$ cat src/include/cache_consts.svh
// --------------------------------------------------
// Cache request front end constants
// Widths, requestor count, FIFO sizing, setup
// length and the memory command encodings
// --------------------------------------------------
`ifndef CACHE_CONSTS_SVH
`define CACHE_CONSTS_SVH

// Requestor side
`define NUM_REQUESTORS 4
`define ADDR_WIDTH 32
`define DATA_WIDTH 32
`define STRB_WIDTH 4

// Command field and its codes
`define CMD_WIDTH 3
`define CMD_INVALID 3'd0
`define CMD_MEM_READ 3'd1
`define CMD_MEM_WRITE 3'd2
`define CMD_MEM_RESPONSE 3'd3
`define CMD_ENGINE 3'd4

// Request FIFO sizing
`define FIFO_DEPTH 16
`define FIFO_PROG_THRESH 12
`define FIFO_SETUP_CYCLES 8

`endif

$ cat src/hdl/cache_pkg.sv
// --------------------------------------------------
// Cache request front end types
// Vector typedefs for the request fields and the
// state encoding of the control FSM
// --------------------------------------------------
`include "cache_consts.svh"

package cache_pkg;

  // --------------------------------------------------
  // Request fields
  // --------------------------------------------------

  // Byte address, base and offset alike
  typedef logic [`ADDR_WIDTH-1:0] mem_addr_t;

  // One data word, only word 0 travels
  typedef logic [`DATA_WIDTH-1:0] mem_data_t;

  // Memory command code
  typedef logic [`CMD_WIDTH-1:0] mem_cmd_t;

  // Byte write strobes toward the cache
  typedef logic [`STRB_WIDTH-1:0] cache_strb_t;

  // --------------------------------------------------
  // Requestor bookkeeping
  // --------------------------------------------------

  // One bit per requestor
  typedef logic [`NUM_REQUESTORS-1:0] requestor_mask_t;

  // Winner index
  typedef logic [$clog2(`NUM_REQUESTORS)-1:0] requestor_id_t;

  // Packed FIFO word, laid out as id, cmd, addr, wdata, wstrb from the top
  typedef logic [$bits(requestor_id_t) + $bits(mem_cmd_t) + $bits(mem_addr_t)
                 + $bits(mem_data_t) + $bits(cache_strb_t) - 1:0] req_word_t;

  // Control FSM
  typedef enum logic [0:0] {
    CTRL_SETUP,
    CTRL_RUN
  } control_state_e;

endpackage : cache_pkg

$ cat src/hdl/request_arbiter.sv
// --------------------------------------------------
// Round-robin request arbiter
// Grants one valid requestor per cycle and
// registers the winner with address = base+offset
// --------------------------------------------------
`timescale 1ns/100ps
`include "cache_consts.svh"

module request_arbiter import cache_pkg::*; (
  input  logic                                ap_clk,
  input  logic                                areset_control,
  input  logic                                grant_enable,
  input  requestor_mask_t                     req_valid,
  input  mem_cmd_t  [`NUM_REQUESTORS-1:0]     req_cmd,
  input  mem_addr_t [`NUM_REQUESTORS-1:0]     req_base,
  input  mem_addr_t [`NUM_REQUESTORS-1:0]     req_offset,
  input  mem_data_t [`NUM_REQUESTORS-1:0]     req_data,
  output requestor_mask_t                     req_grant,
  output logic                                arb_valid,
  output requestor_id_t                       arb_id,
  output mem_cmd_t                            arb_cmd,
  output mem_addr_t                           arb_addr,
  output mem_data_t                           arb_data
);

  // Winner of the previous grant, search starts just after it
  requestor_id_t last_winner;

  // Candidate found this cycle
  logic          pick_found;
  requestor_id_t pick_id;
  logic          grant_fire;

  // --------------------------------------------------
  // Winner search
  // --------------------------------------------------
  always_comb begin
    pick_found = 1'b0;
    pick_id    = last_winner;
    // Walk the ring once, last winner comes last
    for (int i = 1; i <= `NUM_REQUESTORS; i++) begin
      if (!pick_found &&
          req_valid[(int'(last_winner) + i) % `NUM_REQUESTORS]) begin
        pick_found = 1'b1;
        pick_id    = requestor_id_t'((int'(last_winner) + i) % `NUM_REQUESTORS);
      end
    end
  end

  // No grant while the control side holds us off
  assign grant_fire = pick_found & grant_enable;

  // One-hot grant, same cycle as the request
  always_comb begin
    req_grant = '0;
    if (grant_fire) begin
      req_grant[pick_id] = 1'b1;
    end
  end

  // --------------------------------------------------
  // Pointer and output stage
  // --------------------------------------------------
  always_ff @(posedge ap_clk) begin
    if (areset_control) begin
      // Requestor 0 wins first
      last_winner <= requestor_id_t'(`NUM_REQUESTORS - 1);
      arb_valid   <= 1'b0;
    end else begin
      arb_valid <= grant_fire;
      if (grant_fire) begin
        last_winner <= pick_id;
      end
    end
  end

  // Winner payload, address add folded into this stage
  always_ff @(posedge ap_clk) begin
    arb_id   <= pick_id;
    arb_cmd  <= req_cmd[pick_id];
    arb_addr <= req_base[pick_id] + req_offset[pick_id];
    arb_data <= req_data[pick_id];
  end

endmodule : request_arbiter

$ cat src/hdl/cache_request_translate.sv
// --------------------------------------------------
// Memory packet to cache request translation
// Derives write strobes, drops non-memory commands
// and registers the packed FIFO word
// --------------------------------------------------
`timescale 1ns/100ps
`include "cache_consts.svh"

module cache_request_translate import cache_pkg::*; (
  input  logic          ap_clk,
  input  logic          areset_control,
  input  logic          arb_valid,
  input  requestor_id_t arb_id,
  input  mem_cmd_t      arb_cmd,
  input  mem_addr_t     arb_addr,
  input  mem_data_t     arb_data,
  output logic          fifo_wr_en,
  output req_word_t     fifo_wr_data
);

  // Strobes for this command
  cache_strb_t req_strb;

  // Command is real memory traffic
  logic        keep_cmd;

  // Word before the register
  req_word_t   req_word;

  // --------------------------------------------------
  // Strobe decode
  // --------------------------------------------------
  always_comb begin
    case (arb_cmd)
      `CMD_MEM_WRITE: begin
        // Full word write
        req_strb = '1;
      end
      default: begin
        req_strb = '0;
      end
    endcase
  end

  // --------------------------------------------------
  // Command filter
  // --------------------------------------------------

  // Response, invalid and engine never reach the cache
  assign keep_cmd = (arb_cmd != `CMD_MEM_RESPONSE) &&
                    (arb_cmd != `CMD_INVALID) &&
                    (arb_cmd != `CMD_ENGINE);

  // Field order matches the unpack at the top level
  assign req_word = {arb_id, arb_cmd, arb_addr, arb_data, req_strb};

  // --------------------------------------------------
  // Register stage
  // --------------------------------------------------
  always_ff @(posedge ap_clk) begin
    if (areset_control) begin
      fifo_wr_en <= 1'b0;
    end else begin
      fifo_wr_en <= arb_valid & keep_cmd;
    end
  end

  // Payload only
  always_ff @(posedge ap_clk) begin
    fifo_wr_data <= req_word;
  end

endmodule : cache_request_translate

$ cat src/hdl/request_fifo.sv
// --------------------------------------------------
// Synchronous request FIFO
// Circular buffer with occupancy count, registered
// read port and full, empty, prog_full flags
// --------------------------------------------------
`timescale 1ns/100ps

module request_fifo import cache_pkg::*; #(
  parameter int DEPTH       = 16,
  parameter int PROG_THRESH = 12
) (
  input  logic      ap_clk,
  input  logic      areset_control,
  input  logic      wr_en,
  input  req_word_t wr_data,
  input  logic      rd_en,
  output logic      rd_valid,
  output req_word_t rd_data,
  output logic      full,
  output logic      empty,
  output logic      prog_full
);

  localparam int PTR_W = (DEPTH > 1) ? $clog2(DEPTH) : 1;
  localparam int CNT_W = $clog2(DEPTH + 1);

  // Storage
  req_word_t mem [DEPTH];

  // Pointers and occupancy
  logic [PTR_W-1:0] wr_ptr;
  logic [PTR_W-1:0] rd_ptr;
  logic [CNT_W-1:0] count;

  // Accepted operations
  logic do_write;
  logic do_read;

  // --------------------------------------------------
  // Flags
  // --------------------------------------------------
  assign full      = (count == CNT_W'(DEPTH));
  assign empty     = (count == '0);
  assign prog_full = (count >= CNT_W'(PROG_THRESH));

  // Overflow and underflow are ignored
  assign do_write = wr_en & ~full;
  assign do_read  = rd_en & ~empty;

  // --------------------------------------------------
  // Pointers and count
  // --------------------------------------------------
  always_ff @(posedge ap_clk) begin
    if (areset_control) begin
      wr_ptr <= '0;
      rd_ptr <= '0;
      count  <= '0;
    end else begin
      if (do_write) begin
        wr_ptr <= (wr_ptr == PTR_W'(DEPTH - 1)) ? '0 : wr_ptr + 1'b1;
      end
      if (do_read) begin
        rd_ptr <= (rd_ptr == PTR_W'(DEPTH - 1)) ? '0 : rd_ptr + 1'b1;
      end
      // Simultaneous push and pop leave the count alone
      case ({do_write, do_read})
        2'b10:   count <= count + 1'b1;
        2'b01:   count <= count - 1'b1;
        default: count <= count;
      endcase
    end
  end

  // --------------------------------------------------
  // Storage and read port
  // --------------------------------------------------
  always_ff @(posedge ap_clk) begin
    if (do_write) begin
      mem[wr_ptr] <= wr_data;
    end
  end

  // Valid trails the pop by one cycle
  always_ff @(posedge ap_clk) begin
    if (areset_control) begin
      rd_valid <= 1'b0;
    end else begin
      rd_valid <= do_read;
    end
  end

  always_ff @(posedge ap_clk) begin
    if (do_read) begin
      rd_data <= mem[rd_ptr];
    end
  end

endmodule : request_fifo

$ cat src/hdl/cache_request_control.sv
// --------------------------------------------------
// Cache request control FSM
// Holds off traffic during FIFO setup, throttles
// grants near full and gates FIFO pops
// --------------------------------------------------
`timescale 1ns/100ps
`include "cache_consts.svh"

module cache_request_control import cache_pkg::*; (
  input  logic ap_clk,
  input  logic areset_control,
  input  logic empty,
  input  logic prog_full,
  input  logic out_ready,
  output logic setup_busy,
  output logic grant_enable,
  output logic rd_en
);

  localparam int SETUP_W = $clog2(`FIFO_SETUP_CYCLES + 1);

  control_state_e state;

  // Cycles spent in setup so far
  logic [SETUP_W-1:0] setup_count;

  logic in_run;

  // --------------------------------------------------
  // State machine
  // --------------------------------------------------
  always_ff @(posedge ap_clk) begin
    if (areset_control) begin
      state       <= CTRL_SETUP;
      setup_count <= '0;
    end else begin
      case (state)
        CTRL_SETUP: begin
          setup_count <= setup_count + 1'b1;
          // Last setup cycle
          if (setup_count == SETUP_W'(`FIFO_SETUP_CYCLES - 1)) begin
            state <= CTRL_RUN;
          end
        end
        CTRL_RUN: begin
          // Stays here until the next reset
          state <= CTRL_RUN;
        end
        default: begin
          state <= CTRL_SETUP;
        end
      endcase
    end
  end

  // --------------------------------------------------
  // Outputs
  // --------------------------------------------------
  assign in_run     = (state == CTRL_RUN);
  assign setup_busy = (state == CTRL_SETUP);

  // Threshold leaves room for the requests in flight
  assign grant_enable = in_run & ~prog_full;

  // Pop only with data and a ready consumer
  assign rd_en = in_run & out_ready & ~empty;

endmodule : cache_request_control

$ cat src/hdl/cache_generator_request.sv
// --------------------------------------------------
// Cache request generator top level
// Arbitrates requestors, translates the winner to
// a cache request and queues it for the consumer
// --------------------------------------------------
`timescale 1ns/100ps
`include "cache_consts.svh"

module cache_generator_request import cache_pkg::*; (
  input  logic                            ap_clk,
  input  logic                            areset_control,
  input  requestor_mask_t                 req_valid,
  input  mem_cmd_t  [`NUM_REQUESTORS-1:0] req_cmd,
  input  mem_addr_t [`NUM_REQUESTORS-1:0] req_base,
  input  mem_addr_t [`NUM_REQUESTORS-1:0] req_offset,
  input  mem_data_t [`NUM_REQUESTORS-1:0] req_data,
  input  logic                            out_ready,
  output requestor_mask_t                 req_grant,
  output logic                            out_valid,
  output mem_addr_t                       out_addr,
  output mem_data_t                       out_wdata,
  output cache_strb_t                     out_wstrb,
  output mem_cmd_t                        out_cmd,
  output requestor_id_t                   out_id,
  output logic                            setup_busy
);

  // --------------------------------------------------
  // Internal wiring
  // --------------------------------------------------

  // Control
  logic grant_enable;
  logic rd_en;

  // Arbiter stage
  logic          arb_valid;
  requestor_id_t arb_id;
  mem_cmd_t      arb_cmd;
  mem_addr_t     arb_addr;
  mem_data_t     arb_data;

  // FIFO
  logic      fifo_wr_en;
  req_word_t fifo_wr_data;
  req_word_t fifo_rd_data;
  logic      fifo_empty;
  logic      fifo_prog_full;

  // --------------------------------------------------
  // Control FSM
  // --------------------------------------------------
  cache_request_control u_control (
    .ap_clk        (ap_clk),
    .areset_control(areset_control),
    .empty         (fifo_empty),
    .prog_full     (fifo_prog_full),
    .out_ready     (out_ready),
    .setup_busy    (setup_busy),
    .grant_enable  (grant_enable),
    .rd_en         (rd_en)
  );

  // --------------------------------------------------
  // Datapath
  // --------------------------------------------------
  request_arbiter u_arbiter (
    .ap_clk        (ap_clk),
    .areset_control(areset_control),
    .grant_enable  (grant_enable),
    .req_valid     (req_valid),
    .req_cmd       (req_cmd),
    .req_base      (req_base),
    .req_offset    (req_offset),
    .req_data      (req_data),
    .req_grant     (req_grant),
    .arb_valid     (arb_valid),
    .arb_id        (arb_id),
    .arb_cmd       (arb_cmd),
    .arb_addr      (arb_addr),
    .arb_data      (arb_data)
  );

  cache_request_translate u_translate (
    .ap_clk        (ap_clk),
    .areset_control(areset_control),
    .arb_valid     (arb_valid),
    .arb_id        (arb_id),
    .arb_cmd       (arb_cmd),
    .arb_addr      (arb_addr),
    .arb_data      (arb_data),
    .fifo_wr_en    (fifo_wr_en),
    .fifo_wr_data  (fifo_wr_data)
  );

  // Read stage is the consumer output register
  request_fifo #(
    .DEPTH      (`FIFO_DEPTH),
    .PROG_THRESH(`FIFO_PROG_THRESH)
  ) u_fifo (
    .ap_clk        (ap_clk),
    .areset_control(areset_control),
    .wr_en         (fifo_wr_en),
    .wr_data       (fifo_wr_data),
    .rd_en         (rd_en),
    .rd_valid      (out_valid),
    .rd_data       (fifo_rd_data),
    .full          (),
    .empty         (fifo_empty),
    .prog_full     (fifo_prog_full)
  );

  // Unpack in the order the translate stage packed it
  assign {out_id, out_cmd, out_addr, out_wdata, out_wstrb} = fifo_rd_data;

endmodule : cache_generator_request

$ cat config.mk
export PLATFORM = sky130hd
export DESIGN_NAME = cache_generator_request
export DESIGN_NICKNAME = d
export VERILOG_FILES = /design/src/hdl/cache_pkg.sv /design/src/hdl/request_arbiter.sv /design/src/hdl/cache_request_translate.sv /design/src/hdl/request_fifo.sv /design/src/hdl/cache_request_control.sv /design/src/hdl/cache_generator_request.sv
export VERILOG_INCLUDE_DIRS = /design/src /design/src/include
export SDC_FILE = /design/constraint.sdc
export NUM_CORES = 1
export LEC_CHECK = 0
export BUFFER_PORTS_ARGS = -buffer_cell sky130_fd_sc_hd__buf_2
export CELL_PAD_IN_SITES_DETAIL_PLACEMENT = 1
export CELL_PAD_IN_SITES_GLOBAL_PLACEMENT = 1
export CORE_UTILIZATION = 57
export CTS_BUF_LIST = sky130_fd_sc_hd__clkbuf_4 sky130_fd_sc_hd__clkbuf_8
export DETAILED_ROUTE_END_ITERATION = 10
export PLACE_DENSITY_LB_ADDON = 0.1
export SKIP_LAST_GASP = 1
export SYNTH_ARGS = -nofsm -noshare
export SYNTH_HDL_FRONTEND = slang
export SYNTH_SLANG_ARGS = --single-unit
$ cat constraint.sdc
create_clock -name ap_clk -period 11.84 [get_ports ap_clk]
set_input_delay 1.776 -clock ap_clk [delete_from_list [all_inputs] [get_ports ap_clk]]
set_output_delay 1.776 -clock ap_clk [all_outputs]
set_load 0.005 [all_outputs]
==> results of run 1 <==
==> metrics by stage <==
stage,power [W],cells,worst slack [ns]
4_1_cts,0.0105,4745,5.52
3_3_place_gp,0.00654,4365,4.86
2_1_floorplan,0.00622,2812,5.48
3_5_place_dp,0.00661,4365,4.56
5_1_grt,0.0107,4748,5.15
6_report,0.0104,4752,5.34
==> routing by layer <==
layer / up-vias / track usage / routed length (um)
li1: 12400 / - / -
met1: 15700 / 0.426 / 56200
met2: 1699 / 0.542 / 74800
met3: 268 / 0.0597 / 12500
met4: 6 / 0.113 / 4610
met5: - / 0 / 42
==> flip-flops by register name, indices dropped and copies added, names as in the netlist <==
register and count:
u_fifo.rd_valid 1, u_translate.fifo_wr_data 70, u_arbiter.arb_valid 1, u_fifo.rd_data 70, u_fifo.wr_ptr 4, u_fifo.count 5
u_arbiter.arb_data 32, u_arbiter.arb_cmd 3, u_fifo.mem 1120, u_arbiter.last_winner 2, u_fifo.rd_ptr 4, u_control.setup_count 4
u_translate.fifo_wr_en 1, u_arbiter.arb_id 2, u_control.in_run 1, u_arbiter.arb_addr 32
==> power breakdown <==
group          internal, W  switching [W]
Clock              0.00210        0.00180
Combinational     0.000208       0.000331
Sequential         0.00564       0.000344
Total              0.00795        0.00248
==> critical path: cells and delay by family <==
kind | cells | cell delay, ns
buf+inv | 3 | 1.44
compound gates | 11 | 3.02
fa+ha+maj | 1 | 0.29
simple gates | 3 | 0.59
==> layout by cell type (no fill, tap or decap), drive strengths merged, types with 3 or more instances in the layout <==
master    Yosys  layout
o21a          8       8
or2           3       3
dfxtp       162     162
a221oi        3       3
nand2b        8       8
mux4        350     350
xnor2        17      17
o211a         3       3
a31oi       105     105
and3        103     103
nor2b         6       6
clkbuf       90     270
clkinvlp      0       6
mux2i         4       4
nand3        11      11
o211ai        5       5
a21oi        39      39
o21ai        12      12
inv          19      24
diode         0       7
nor3         12      12
xor2         19      19
a211oi        3       3
clkinv        0      89
buf          70     527
edfxtp     1190    1190
nand4         7       7
nor2         49      49
bufinv        0      10
ha           41      41
nand2       420     420
a21o         19      19
o21bai        3       3
==> area by class of cell <==
| cell class | count | area, um^2 |
|---|---|---|
| tap | 1186 | 1480 |
| timing repair buffer | 527 | 2770 |
| inverter | 19 | 81.3 |
| clock inverter | 110 | 795 |
| clock buffer | 270 | 3420 |
| fill | 7930 | 31000 |
| antenna | 7 | 17.5 |
| multi-input combinational | 1281 | 13100 |
| sequential | 1352 | 39000 |
==> final timing paths <==
kind / end / startpoint
worst max register to register: u_arbiter.arb_addr[17] / u_arbiter.last_winner[1]
worst max-delay path: u_arbiter.arb_addr[17] / req_valid[0]
worst min register to register: u_translate.fifo_wr_data[14] / u_arbiter.arb_data[10]
worst min-delay path: u_translate.fifo_wr_data[14] / u_arbiter.arb_data[10]
==> cell families after synthesis <==
kind of cell	count (synthesis)	share of synthesized area
AO/OA/AOI/OAI	217	0.0273
XOR/XNOR	36	0.00598
adder cells (fa/ha/maj)	43	0.0105
buffers and inverters	179	0.0143
flip-flops	1352	0.739
multiplexers	354	0.150
AND/OR/NAND/NOR	631	0.0524
==> summary.txt, run 1 <==
Drt
  • TritonRoute pass-1 iters: 5
  • Residual DRC count: 0
  • Average wire per standard cell: 31.2 um
  • Detailed Route WL: 148 mm
  • Post-DR vias/cell: 6.34
  • Initial DRC count: 3097
  • DRT antenna net count: 0
  • DR vias: 30100

Global route
  • First-pass GRT wire length: 214 mm
  • Largest net degree at the start of global routing: 137
  • Tot GR Track Use: 0.322
  • Vias in the first global route: 32000
  • Initial antenna violation count: 9
  • Grt ovf: 0

Clock network
  • PostCTS Resize Cnt: 0
  • CTS tree: built
  • Largest buffer count on any clock path: 3
  • Clk slew on worst S/H paths: 0.07 ns
  • Sink Count: 1352
  • Cts bufs inserted: 203
  • Clock root cell: clkbuf_8
  • Postcts setup bufs: 0
  • Hold Buf Count CTS: 0
  • # H-tree levels: 4
  • Worst-Skew Late Latency: 0.87 ns

Power
  • Maximum VDD drop: 103 uV
  • PwrDens: 172 nW/um^2
  • Pleak: 20.7 nW

Worst setup path
  • CP peak stage delay: 0.92 ns
  • CP arrival: 7.21 ns
  • Critical path class: in2reg
  • Crit-path cells: buf_2 -> a21oi_1 -> a31oi_1 -> a21o_4 -> inv_8 -> buf_4 -> nand2_1 -> and3_1 -> a31oi_1 -> ha_1 -> a21o_1 -> and4_1 -> o21ai_0 -> o21ai_1 -> a21o_1 -> a21oi_2 -> o21a_1 -> o211ai_1
  • R2R Setup Slk: 5.94 ns
  • CP Max Fanout: 136
  • Worst r2r path cells: 16
  • Critical path required time: 12.55 ns
  • Startpoint types: input port
  • Crit. End Element: flip-flop
  • CP max stage cell: o21ai_0

Die
  • Die Y: 306 um
  • Site Rows: 111
  • Floorplan core area: 91700 um^2
  • Die area: 93700 um^2
  • Starting density of the core: 0.575
  • Die width: 306 um
  • IO Count: 482

Yosys
  • Sequential share of the synthesized area: 0.739
  • Top-count cell post-synth: edfxtp_1
  • #FFs+latches synth: 1352
  • Mapped Area: 52700 um^2
  • Syn Nets: 3258
  • Leading area contributor after synthesis: edfxtp_1
  • Post-Syn Instances: 2812
  • Post-synth top flop: edfxtp_1
  • Post-synth top area share: 0.678
  • Syn_area_per_cell: 18.7 um^2
  • Post-synthesis cell type count: 60
  • Post-synth top cells: edfxtp_1 (1190), nand2_1 (420), mux4_2 (350)
  • Synth async-reset ratio: 0
  • YS warnings: 0
  • EDFF count, synth: 1190
  • Synth area leaders: edfxtp_1 (68%), mux4_2 (15%), dfxtp_1 (6.2%), nand2_1 (3.0%), a31oi_1 (1.2%)

STA
  • Tightest Pin Transition: 1.19 ns
  • Max Freq: 154 MHz
  • Slew HR: 0.199
  • # setup viols final: 0
  • Fin crit share: 0.549
  • WHS: 0.319 ns
  • Slew Limit Fails: 0
  • Clock skew: 0.0419 ns
  • Setup TNS: 0 ns
  • RSZ-0062 raised after global routing: no
  • Post-layout min period: 6.50 ns
  • Final hold violations: 0

Final layout
  • Final instance area: 60700 um^2
  • Synth-to-layout area growth: 15.1%
  • Post-route core utilization: 0.662
  • Fin nets: 3830
  • Layout cells sized above 1: 0.349

Placement
  • DP HPWL: 87.6 mm
  • Placed inst area: 56400 um^2
  • Routability cong.: 0.910
  • Port-buffer cells: 481

Worst hold path
  • Worst hold path type: reg2reg
  • Hold Crit Depth: 0

Status
  • Status: finished clean

Flow run
  • Maxcap violations: 0
(Power assumes the default switching activity.)
==> run 2, diff against run 1 <==
--- a/config.mk
+++ b/config.mk
@@ -9,7 +9,7 @@
 export BUFFER_PORTS_ARGS = -buffer_cell sky130_fd_sc_hd__buf_2
 export CELL_PAD_IN_SITES_DETAIL_PLACEMENT = 1
 export CELL_PAD_IN_SITES_GLOBAL_PLACEMENT = 1
-export CORE_UTILIZATION = 57
+export CORE_UTILIZATION = 53
 export CTS_BUF_LIST = sky130_fd_sc_hd__clkbuf_4 sky130_fd_sc_hd__clkbuf_8
 export DETAILED_ROUTE_END_ITERATION = 10
 export PLACE_DENSITY_LB_ADDON = 0.1
==> constraint.sdc (replaced) <==
create_clock -name ap_clk -period 6.2 [get_ports ap_clk]
set_input_delay 0.93 -clock ap_clk [delete_from_list [all_inputs] [get_ports ap_clk]]
set_output_delay 0.93 -clock ap_clk [all_outputs]
set_load 0.005 [all_outputs]
==> summary.txt, run 2 (synthesized netlist as in run 1, its figures left out) <==
Worst setup path
  • Levels on crit path: 16 (was 18)
  • Worst r2r path cells: 16 (unchanged)
  • CP arrival: 5.51 ns (was 7.21 ns)
  • Crit-path cells: mux2i_1 -> nor2_1 -> a221oi_4 -> buf_12 -> inv_4 -> buf_4 -> a31oi_1 -> ha_1 -> nor3_1 -> o31ai_1 -> nand4_1 -> a21boi_1 -> a21oi_1 -> o21ai_2 -> nand2_1 -> o311ai_1 (was buf_2 -> a21oi_1 -> a31oi_1 -> a21o_4 -> inv_8 -> buf_4 -> nand2_1 -> and3_1 -> a31oi_1 -> ha_1 -> a21o_1 -> and4_1 -> o21ai_0 -> o21ai_1 -> a21o_1 -> a21oi_2 -> o21a_1 -> o211ai_1)
  • Crit. End Element: flip-flop (unchanged)
  • R2r startpoint: u_arbiter.last_winner[1] (unchanged)
  • Reg2reg end: u_arbiter.arb_addr[29] (was u_arbiter.arb_addr[17])
  • R2R Setup Slk: 1.42 ns (was 5.94 ns)
  • CP peak stage delay: 0.50 ns (was 0.92 ns)
  • CP Max Fanout: 102 (was 136)
  • Startpoint types: flip-flop (was input port)
  • CP max stage cell: dfxtp_1 (was o21ai_0)
  • Crit path buffers/inverters: 3 (unchanged)
  • Critical path class: reg2reg (was in2reg)
  • Critical path required time: 6.93 ns (was 12.55 ns)
  • Delay-heaviest family, CP: compound AO/OA/AOI/OAI gates (unchanged)

Drt
  • DR WL met2: 70.9 mm (was 74.8 mm)
  • Post-DR vias/cell: 6.10 (was 6.34)
  • TritonRoute pass-1 iters: 5 (unchanged)
  • DRT antenna net count: 0 (unchanged)
  • Top sig layer: met5 (unchanged)
  • Average wire per standard cell: 30.6 um (was 31.2 um)
  • Initial DRC count: 2524 (was 3097)
  • DR vias: 29700 (was 30100)
  • Residual DRC count: 0 (unchanged)
  • Wire length on met3: 13.6 mm (was 12.5 mm)
  • Wl on met1: 59.0 mm (was 56.2 mm)
  • Detailed Route WL: 149 mm (was 148 mm)

Die
  • IO Count: 482 (unchanged)
  • Site Rows: 115 (was 111)
  • Die width: 317 um (was 306 um)
  • Starting density of the core: 0.536 (was 0.575)
  • Floorplan core area: 98400 um^2 (was 91700 um^2)
  • Die area: 101000 um^2 (was 93700 um^2)
  • Die Y: 317 um (was 306 um)

Clock network
  • CTS tree: built (unchanged)
  • Worst-Skew Late Latency: 0.87 ns (about the same)
  • Largest buffer count on any clock path: 3 (unchanged)
  • Hold Buf Count CTS: 0 (unchanged)
  • Clock root cell: clkbuf_8 (unchanged)
  • Clk slew on worst S/H paths: 0.07 ns (about the same)
  • # H-tree levels: 4 (unchanged)
  • Sink Count: 1352 (unchanged)
  • Postcts setup bufs: 0 (unchanged)
  • Cts bufs inserted: 207 (was 203)
  • PostCTS Resize Cnt: 0 (unchanged)

STA
  • RSZ-0062 raised after global routing: no (unchanged)
  • Setup WS post-layout: 1.42 ns (was 5.34 ns)
  • WHS: 0.319 ns (about the same)
  • # setup viols final: 0 (unchanged)
  • Max Freq: 209 MHz
  • Slew Limit Fails: 0 (unchanged)
  • Clock skew: 0.0409 ns (was 0.0419 ns)
  • Post-layout min period: 4.78 ns
  • Tightest Pin Transition: 1.14 ns (was 1.19 ns)
  • Fin crit share: 0.771
  • Final hold violations: 0 (unchanged)
  • Setup TNS: 0 ns (unchanged)
  • Slew HR: 0.239 (was 0.199)

Worst hold path
  • Hold path endpoint: u_translate.fifo_wr_data[7] (was u_translate.fifo_wr_data[14])
  • Worst hold path type: reg2reg (unchanged)
  • Hold Crit Depth: 0 (unchanged)
  • Hold wc startpoint: u_arbiter.arb_data[3] (was u_arbiter.arb_data[10])

Placement
  • Port-buffer cells: 481 (unchanged)
  • Pre-CTS WS: 0.920 ns (was 4.56 ns)
  • Routability cong.: 0.902 (was 0.910)
  • Placed cell count: 4468 (was 4365)
  • DP HPWL: 88.7 mm (was 87.6 mm)

Final layout
  • Non-Filler Instances: 4866 (was 4752)
  • Layout cells sized above 1: 0.360 (was 0.349)
  • Max reg flops: 1120 (unchanged)
  • Most common cell after layout, fill and taps aside: edfxtp_1 (unchanged)
  • Post-route core utilization: 0.622 (was 0.662)
  • Largest Register: u_fifo.mem (unchanged)
  • Fill cells: 8795 (was 7930)
  • Largest registers: u_fifo.mem (1120), u_fifo.rd_data (70), u_translate.fifo_wr_data (70) (unchanged)
  • Fin nets: 3836 (was 3830)
  • Synth-to-layout area growth: 16.0% (was 15.1%)
  • Commonest non-fill, non-tap cells in the layout: edfxtp_1 (1190), buf_2 (481), nand2_1 (420), mux4_2 (350), clkbuf_8 (239) (was edfxtp_1 (1190), buf_2 (481), nand2_1 (420), mux4_2 (350), clkbuf_8 (222))

Global route
  • Initial antenna violation count: 17 (was 9)
  • First-pass GRT wire length: 212 mm (was 214 mm)
  • Largest net degree at the start of global routing: 111 (was 137)
  • Grt ovf: 0 (unchanged)
  • Tot GR Track Use: 0.299 (was 0.322)
  • Vias in the first global route: 31600 (was 32000)

Power
  • Pleak: 20.9 nW (was 20.7 nW)
  • Maximum VDD drop: 189 uV (was 103 uV)
  • PwrDens: 329 nW/um^2 (was 172 nW/um^2)

Status
  • Status: finished clean (unchanged)

Flow run
  • Maxcap violations: 0 (unchanged)
## run 2: cell count changes in the layout (fill, tap and decap cells not counted), moves of 7 or more
cell       delta
bufinv_16     -7
buf_12       +12
clkbuf_8     +17
clkbuf_4     +33
buf_4        -10
clkinv_1     -28
## run 2: final cells by class
type / count / area (um^2) / area share
multi-input cells: 1281 / 13100 / 0.215
diodes: 4 / 10.0 / 0.000164
well taps: 1287 / 1610 / 0.0263
repair buffers: 529 / 2930 / 0.0479
flip-flops and latches: 1352 / 39000 / 0.637
clock buffers: 320 / 3900 / 0.0637
inverters: 19 / 81.3 / 0.00133
clock inverters: 74 / 502 / 0.00820
## run 2: worst register-to-register path, stage by stage, from the launching register on
cell,delay (ns)
dfxtp_1,0.50
mux2i_1,0.23
nor2_1,0.09
a221oi_4,0.23
buf_12,0.34
inv_4,0.43
buf_4,0.39
a31oi_1,0.40
ha_1,0.37
nor3_1,0.10
o31ai_1,0.38
nand4_1,0.18
a21boi_1,0.25
a21oi_1,0.15
o21ai_2,0.22
nand2_1,0.10
o311ai_1,0.34
## run 2: layer usage
layer | global-route usage | vias up
met1 | 0.400 | 15500
met4 | 0.111 | 12
met2 | 0.472 | 1488
met5 | 0.0142 | -
li1 | - | 12400
met3 | 0.0852 | 252
## run 2: worst max-delay path by stage
stage / endpoint / start
2_1_floorplan: u_fifo.mem[3][10] / u_fifo.count[0]
3_5_place_dp: u_arbiter.arb_addr[29] / req_valid[2]
4_1_cts: u_arbiter.arb_addr[29] / u_arbiter.last_winner[1]
5_1_grt: u_arbiter.arb_addr[29] / u_arbiter.last_winner[1]
3_3_place_gp: u_arbiter.arb_addr[31] / req_valid[2]
6_report: u_arbiter.arb_addr[29] / u_arbiter.last_winner[1]
## run 2: per-stage QoR
step           cell area (um^2)  total power [W]
6_report                  61200           0.0201
3_5_place_dp              56800           0.0127
2_1_floorplan             52700           0.0119
4_1_cts                   61200           0.0202
3_3_place_gp              56800           0.0125
5_1_grt                   61200           0.0207
## run 2: power by group
part	total (W)	leakage [nW]	switching (W)	internal, W
combinational	0.00105	6.49	0.000644	0.000404
sequential	0.0114	12.1	0.000656	0.0108
clock	0.00763	2.37	0.00347	0.00416
total	0.0201	20.9	0.00477	0.0153
==> run 3, diff against run 2 <==
--- a/config.mk
+++ b/config.mk
@@ -9,7 +9,7 @@
 export BUFFER_PORTS_ARGS = -buffer_cell sky130_fd_sc_hd__buf_2
 export CELL_PAD_IN_SITES_DETAIL_PLACEMENT = 1
 export CELL_PAD_IN_SITES_GLOBAL_PLACEMENT = 1
-export CORE_UTILIZATION = 53
+export CORE_UTILIZATION = 48
 export CTS_BUF_LIST = sky130_fd_sc_hd__clkbuf_4 sky130_fd_sc_hd__clkbuf_8
 export DETAILED_ROUTE_END_ITERATION = 10
 export PLACE_DENSITY_LB_ADDON = 0.1
==> constraint.sdc (replaced) <==
create_clock -name ap_clk -period 4.3 [get_ports ap_clk]
set_input_delay 0.645 -clock ap_clk [delete_from_list [all_inputs] [get_ports ap_clk]]
set_output_delay 0.645 -clock ap_clk [all_outputs]
set_load 0.005 [all_outputs]
==> summary.txt, run 3 (synthesized netlist as in run 1, its figures left out) <==
Clock network
  • # H-tree levels: 4 (unchanged)
  • Clk slew on worst S/H paths: 0.06 ns (was 0.07 ns)
  • Cts bufs inserted: 209 (was 207)
  • CTS tree: built (unchanged)
  • Worst-Skew Late Latency: 0.88 ns (was 0.87 ns)
  • Clock root cell: clkbuf_8 (unchanged)
  • Largest buffer count on any clock path: 3 (unchanged)
  • Sink Count: 1352 (unchanged)

Final layout
  • Commonest non-fill, non-tap cells in the layout: edfxtp_1 (1190), buf_2 (481), nand2_1 (420), mux4_2 (350), clkbuf_8 (237) (was edfxtp_1 (1190), buf_2 (481), nand2_1 (420), mux4_2 (350), clkbuf_8 (239))
  • Largest Register: u_fifo.mem (unchanged)
  • Most common cell after layout, fill and taps aside: edfxtp_1 (unchanged)
  • Synth-to-layout area growth: 18.4% (was 16.0%)
  • Layout cells sized above 1: 0.365 (was 0.360)
  • Largest registers: u_fifo.mem (1120), u_fifo.rd_data (70), u_translate.fifo_wr_data (70) (unchanged)
  • Max reg flops: 1120 (unchanged)
  • Fin nets: 3951 (was 3836)

Power
  • Switch share: 0.233 (was 0.237)
  • Combinational Power Share: 0.060 (was 0.052)
  • PwrDens: 467 nW/um^2 (was 329 nW/um^2)
  • Cell Int Power: 0.0223 W (was 0.0153 W)
  • Clock power share: 0.374 (was 0.379)
  • Sequential Power Share: 0.565 (was 0.568)
  • Maximum VDD drop: 248 uV (was 189 uV)
  • Pleak: 21.4 nW (was 20.9 nW)
  • Switching Power: 0.00679 W (was 0.00477 W)
  • Total Power: 0.0291 W (was 0.0201 W)

Worst setup path
  • Crit. End Element: flip-flop (unchanged)
  • CP Max Fanout: 36 (was 102)
  • Critical path class: reg2reg (unchanged)
  • CP arrival: 4.79 ns (was 5.51 ns)
  • Startpoint types: flip-flop (unchanged)
  • Critical path required time: 5.08 ns (was 6.93 ns)

Placement
  • Port-buffer cells: 481 (unchanged)
  • DP HPWL: 88.4 mm (was 88.7 mm)
  • Routability cong.: 0.907 (was 0.902)

Drt
  • Post-DR vias/cell: 5.83 (was 6.10)
  • Initial DRC count: 2377 (was 2524)
  • DRT antenna net count: 0 (unchanged)
  • Average wire per standard cell: 29.0 um (was 30.6 um)
  • Residual DRC count: 0 (unchanged)
  • Detailed Route WL: 148 mm (was 149 mm)
  • TritonRoute pass-1 iters: 5 (unchanged)
  • DR vias: 29700 (about the same)

Global route
  • Grt ovf: 0 (unchanged)
  • Largest net degree at the start of global routing: 81 (was 111)
  • Initial antenna violation count: 10 (was 17)
  • Tot GR Track Use: 0.267 (was 0.299)
  • First-pass GRT wire length: 212 mm (about the same)
  • Met3 usage: 0.0600 (was 0.0852)
  • Vias in the first global route: 31900 (was 31600)
  • GRT busiest layer: met2 (unchanged)
  • Met1 usage: 0.361 (was 0.400)
  • GR Util met2: 0.433 (was 0.472)

STA
  • Clock skew: 0.0227 ns (was 0.0409 ns)
  • Slew Limit Fails: 0 (unchanged)
  • Tightest Pin Transition: 0.940 ns (was 1.14 ns)
  • Final hold violations: 0 (unchanged)
  • Slew HR: 0.374 (was 0.239)
  • # setup viols final: 0 (unchanged)
  • Post-layout min period: 4.01 ns (was 4.78 ns)
  • WHS: 0.0856 ns (was 0.319 ns)
  • Fin crit share: 0.931 (was 0.771)
  • RSZ-0062 raised after global routing: no (unchanged)
  • Max Freq: 250 MHz (was 209 MHz)

Status
  • Status: finished clean (unchanged)

Die
  • IO Count: 482 (unchanged)
  • Floorplan core area: 109000 um^2 (was 98400 um^2)
  • Site Rows: 121 (was 115)
  • Die area: 111000 um^2 (was 101000 um^2)
  • Die width: 333 um (was 317 um)
  • Starting density of the core: 0.484 (was 0.536)
  • Die Y: 333 um (was 317 um)

Worst hold path
  • Worst hold path type: in2reg (was reg2reg)

Flow run
  • Maxcap violations: 0 (unchanged)
==> run 3: worst max-delay path, stage by stage (launching register included) <==
cell      delay, ns
dfxtp_2        0.40
a21oi_1        0.09
a31oi_1        0.19
a21o_4         0.21
buf_12         0.20
buf_12         0.21
nand2_1        0.08
and3_1         0.16
a31oi_1        0.40
ha_1           0.39
and4_1         0.22
o21ai_0        0.25
buf_4          0.18
o211ai_1       0.11
a221oi_2       0.29
o21bai_1       0.11
a21oi_1        0.21
xnor2_1        0.16
==> run 3: power groups by stage <==
stage / clock, W / combinational (W) / sequential [W]
finish: 0.0109 / 0.00176 / 0.0165
global route: 0.0116 / 0.00191 / 0.0166
CTS: 0.0111 / 0.00175 / 0.0165
detailed placement: 0 / 0.00168 / 0.0167
global placement: 0 / 0.00163 / 0.0166
floorplan: 0 / 0.000858 / 0.0163
==> run 3: final timing paths <==
check                                               from                     endpoint  slack (ns)  depth (start not counted)
worst max register to register  u_arbiter.last_winner[1]       u_arbiter.arb_addr[21]        0.29                         17
worst min register to register     u_arbiter.arb_data[5]  u_translate.fifo_wr_data[9]        0.32                          0
worst max-delay path            u_arbiter.last_winner[1]       u_arbiter.arb_addr[21]        0.29                         17
worst min-delay path                       req_data[115]       u_arbiter.arb_data[19]        0.09                          3
==> run 3: final cells by class <==
class                      count  area (um^2)
clock buffer                 336         4010
inverter                      19         78.8
tap                         1414         1770
fill                        9845        46400
timing repair buffer         642         4100
sequential                  1352        39000
multi-input combinational   1281        13200
clock inverter                51          319
antenna                        5         12.5
==> run 3: routing by layer <==
metal	wire length (um)	vias up
met5	226	-
met3	10600	207
met1	61400	15700
met4	3190	4
li1	-	12700
met2	72300	1138
==> run 3: what timing repair did <==
item                                    4_1_cts  5_1_grt
hold buffers                                 50        0
setup buffers                                 0        0
hold endpoints to repair                     25        0
endpoints found under the setup margin        0        7
resized for setup                             0        2
==> run 3: metrics by stage <==
step                       util  TNS, ns  setup slack, ns  instance area (um^2)  instances
after detailed placement  0.529   -0.124          -0.0469                 57600       4658
after floorplan               -  -100.32           -0.185                 52700       2812
after global routing      0.574        0           0.0137                 62400       5099
final                     0.574        0            0.295                 62400       5100
after global placement    0.529        0           0.0143                 57600       4658
after CTS                 0.573        0            0.189                 62400       5095
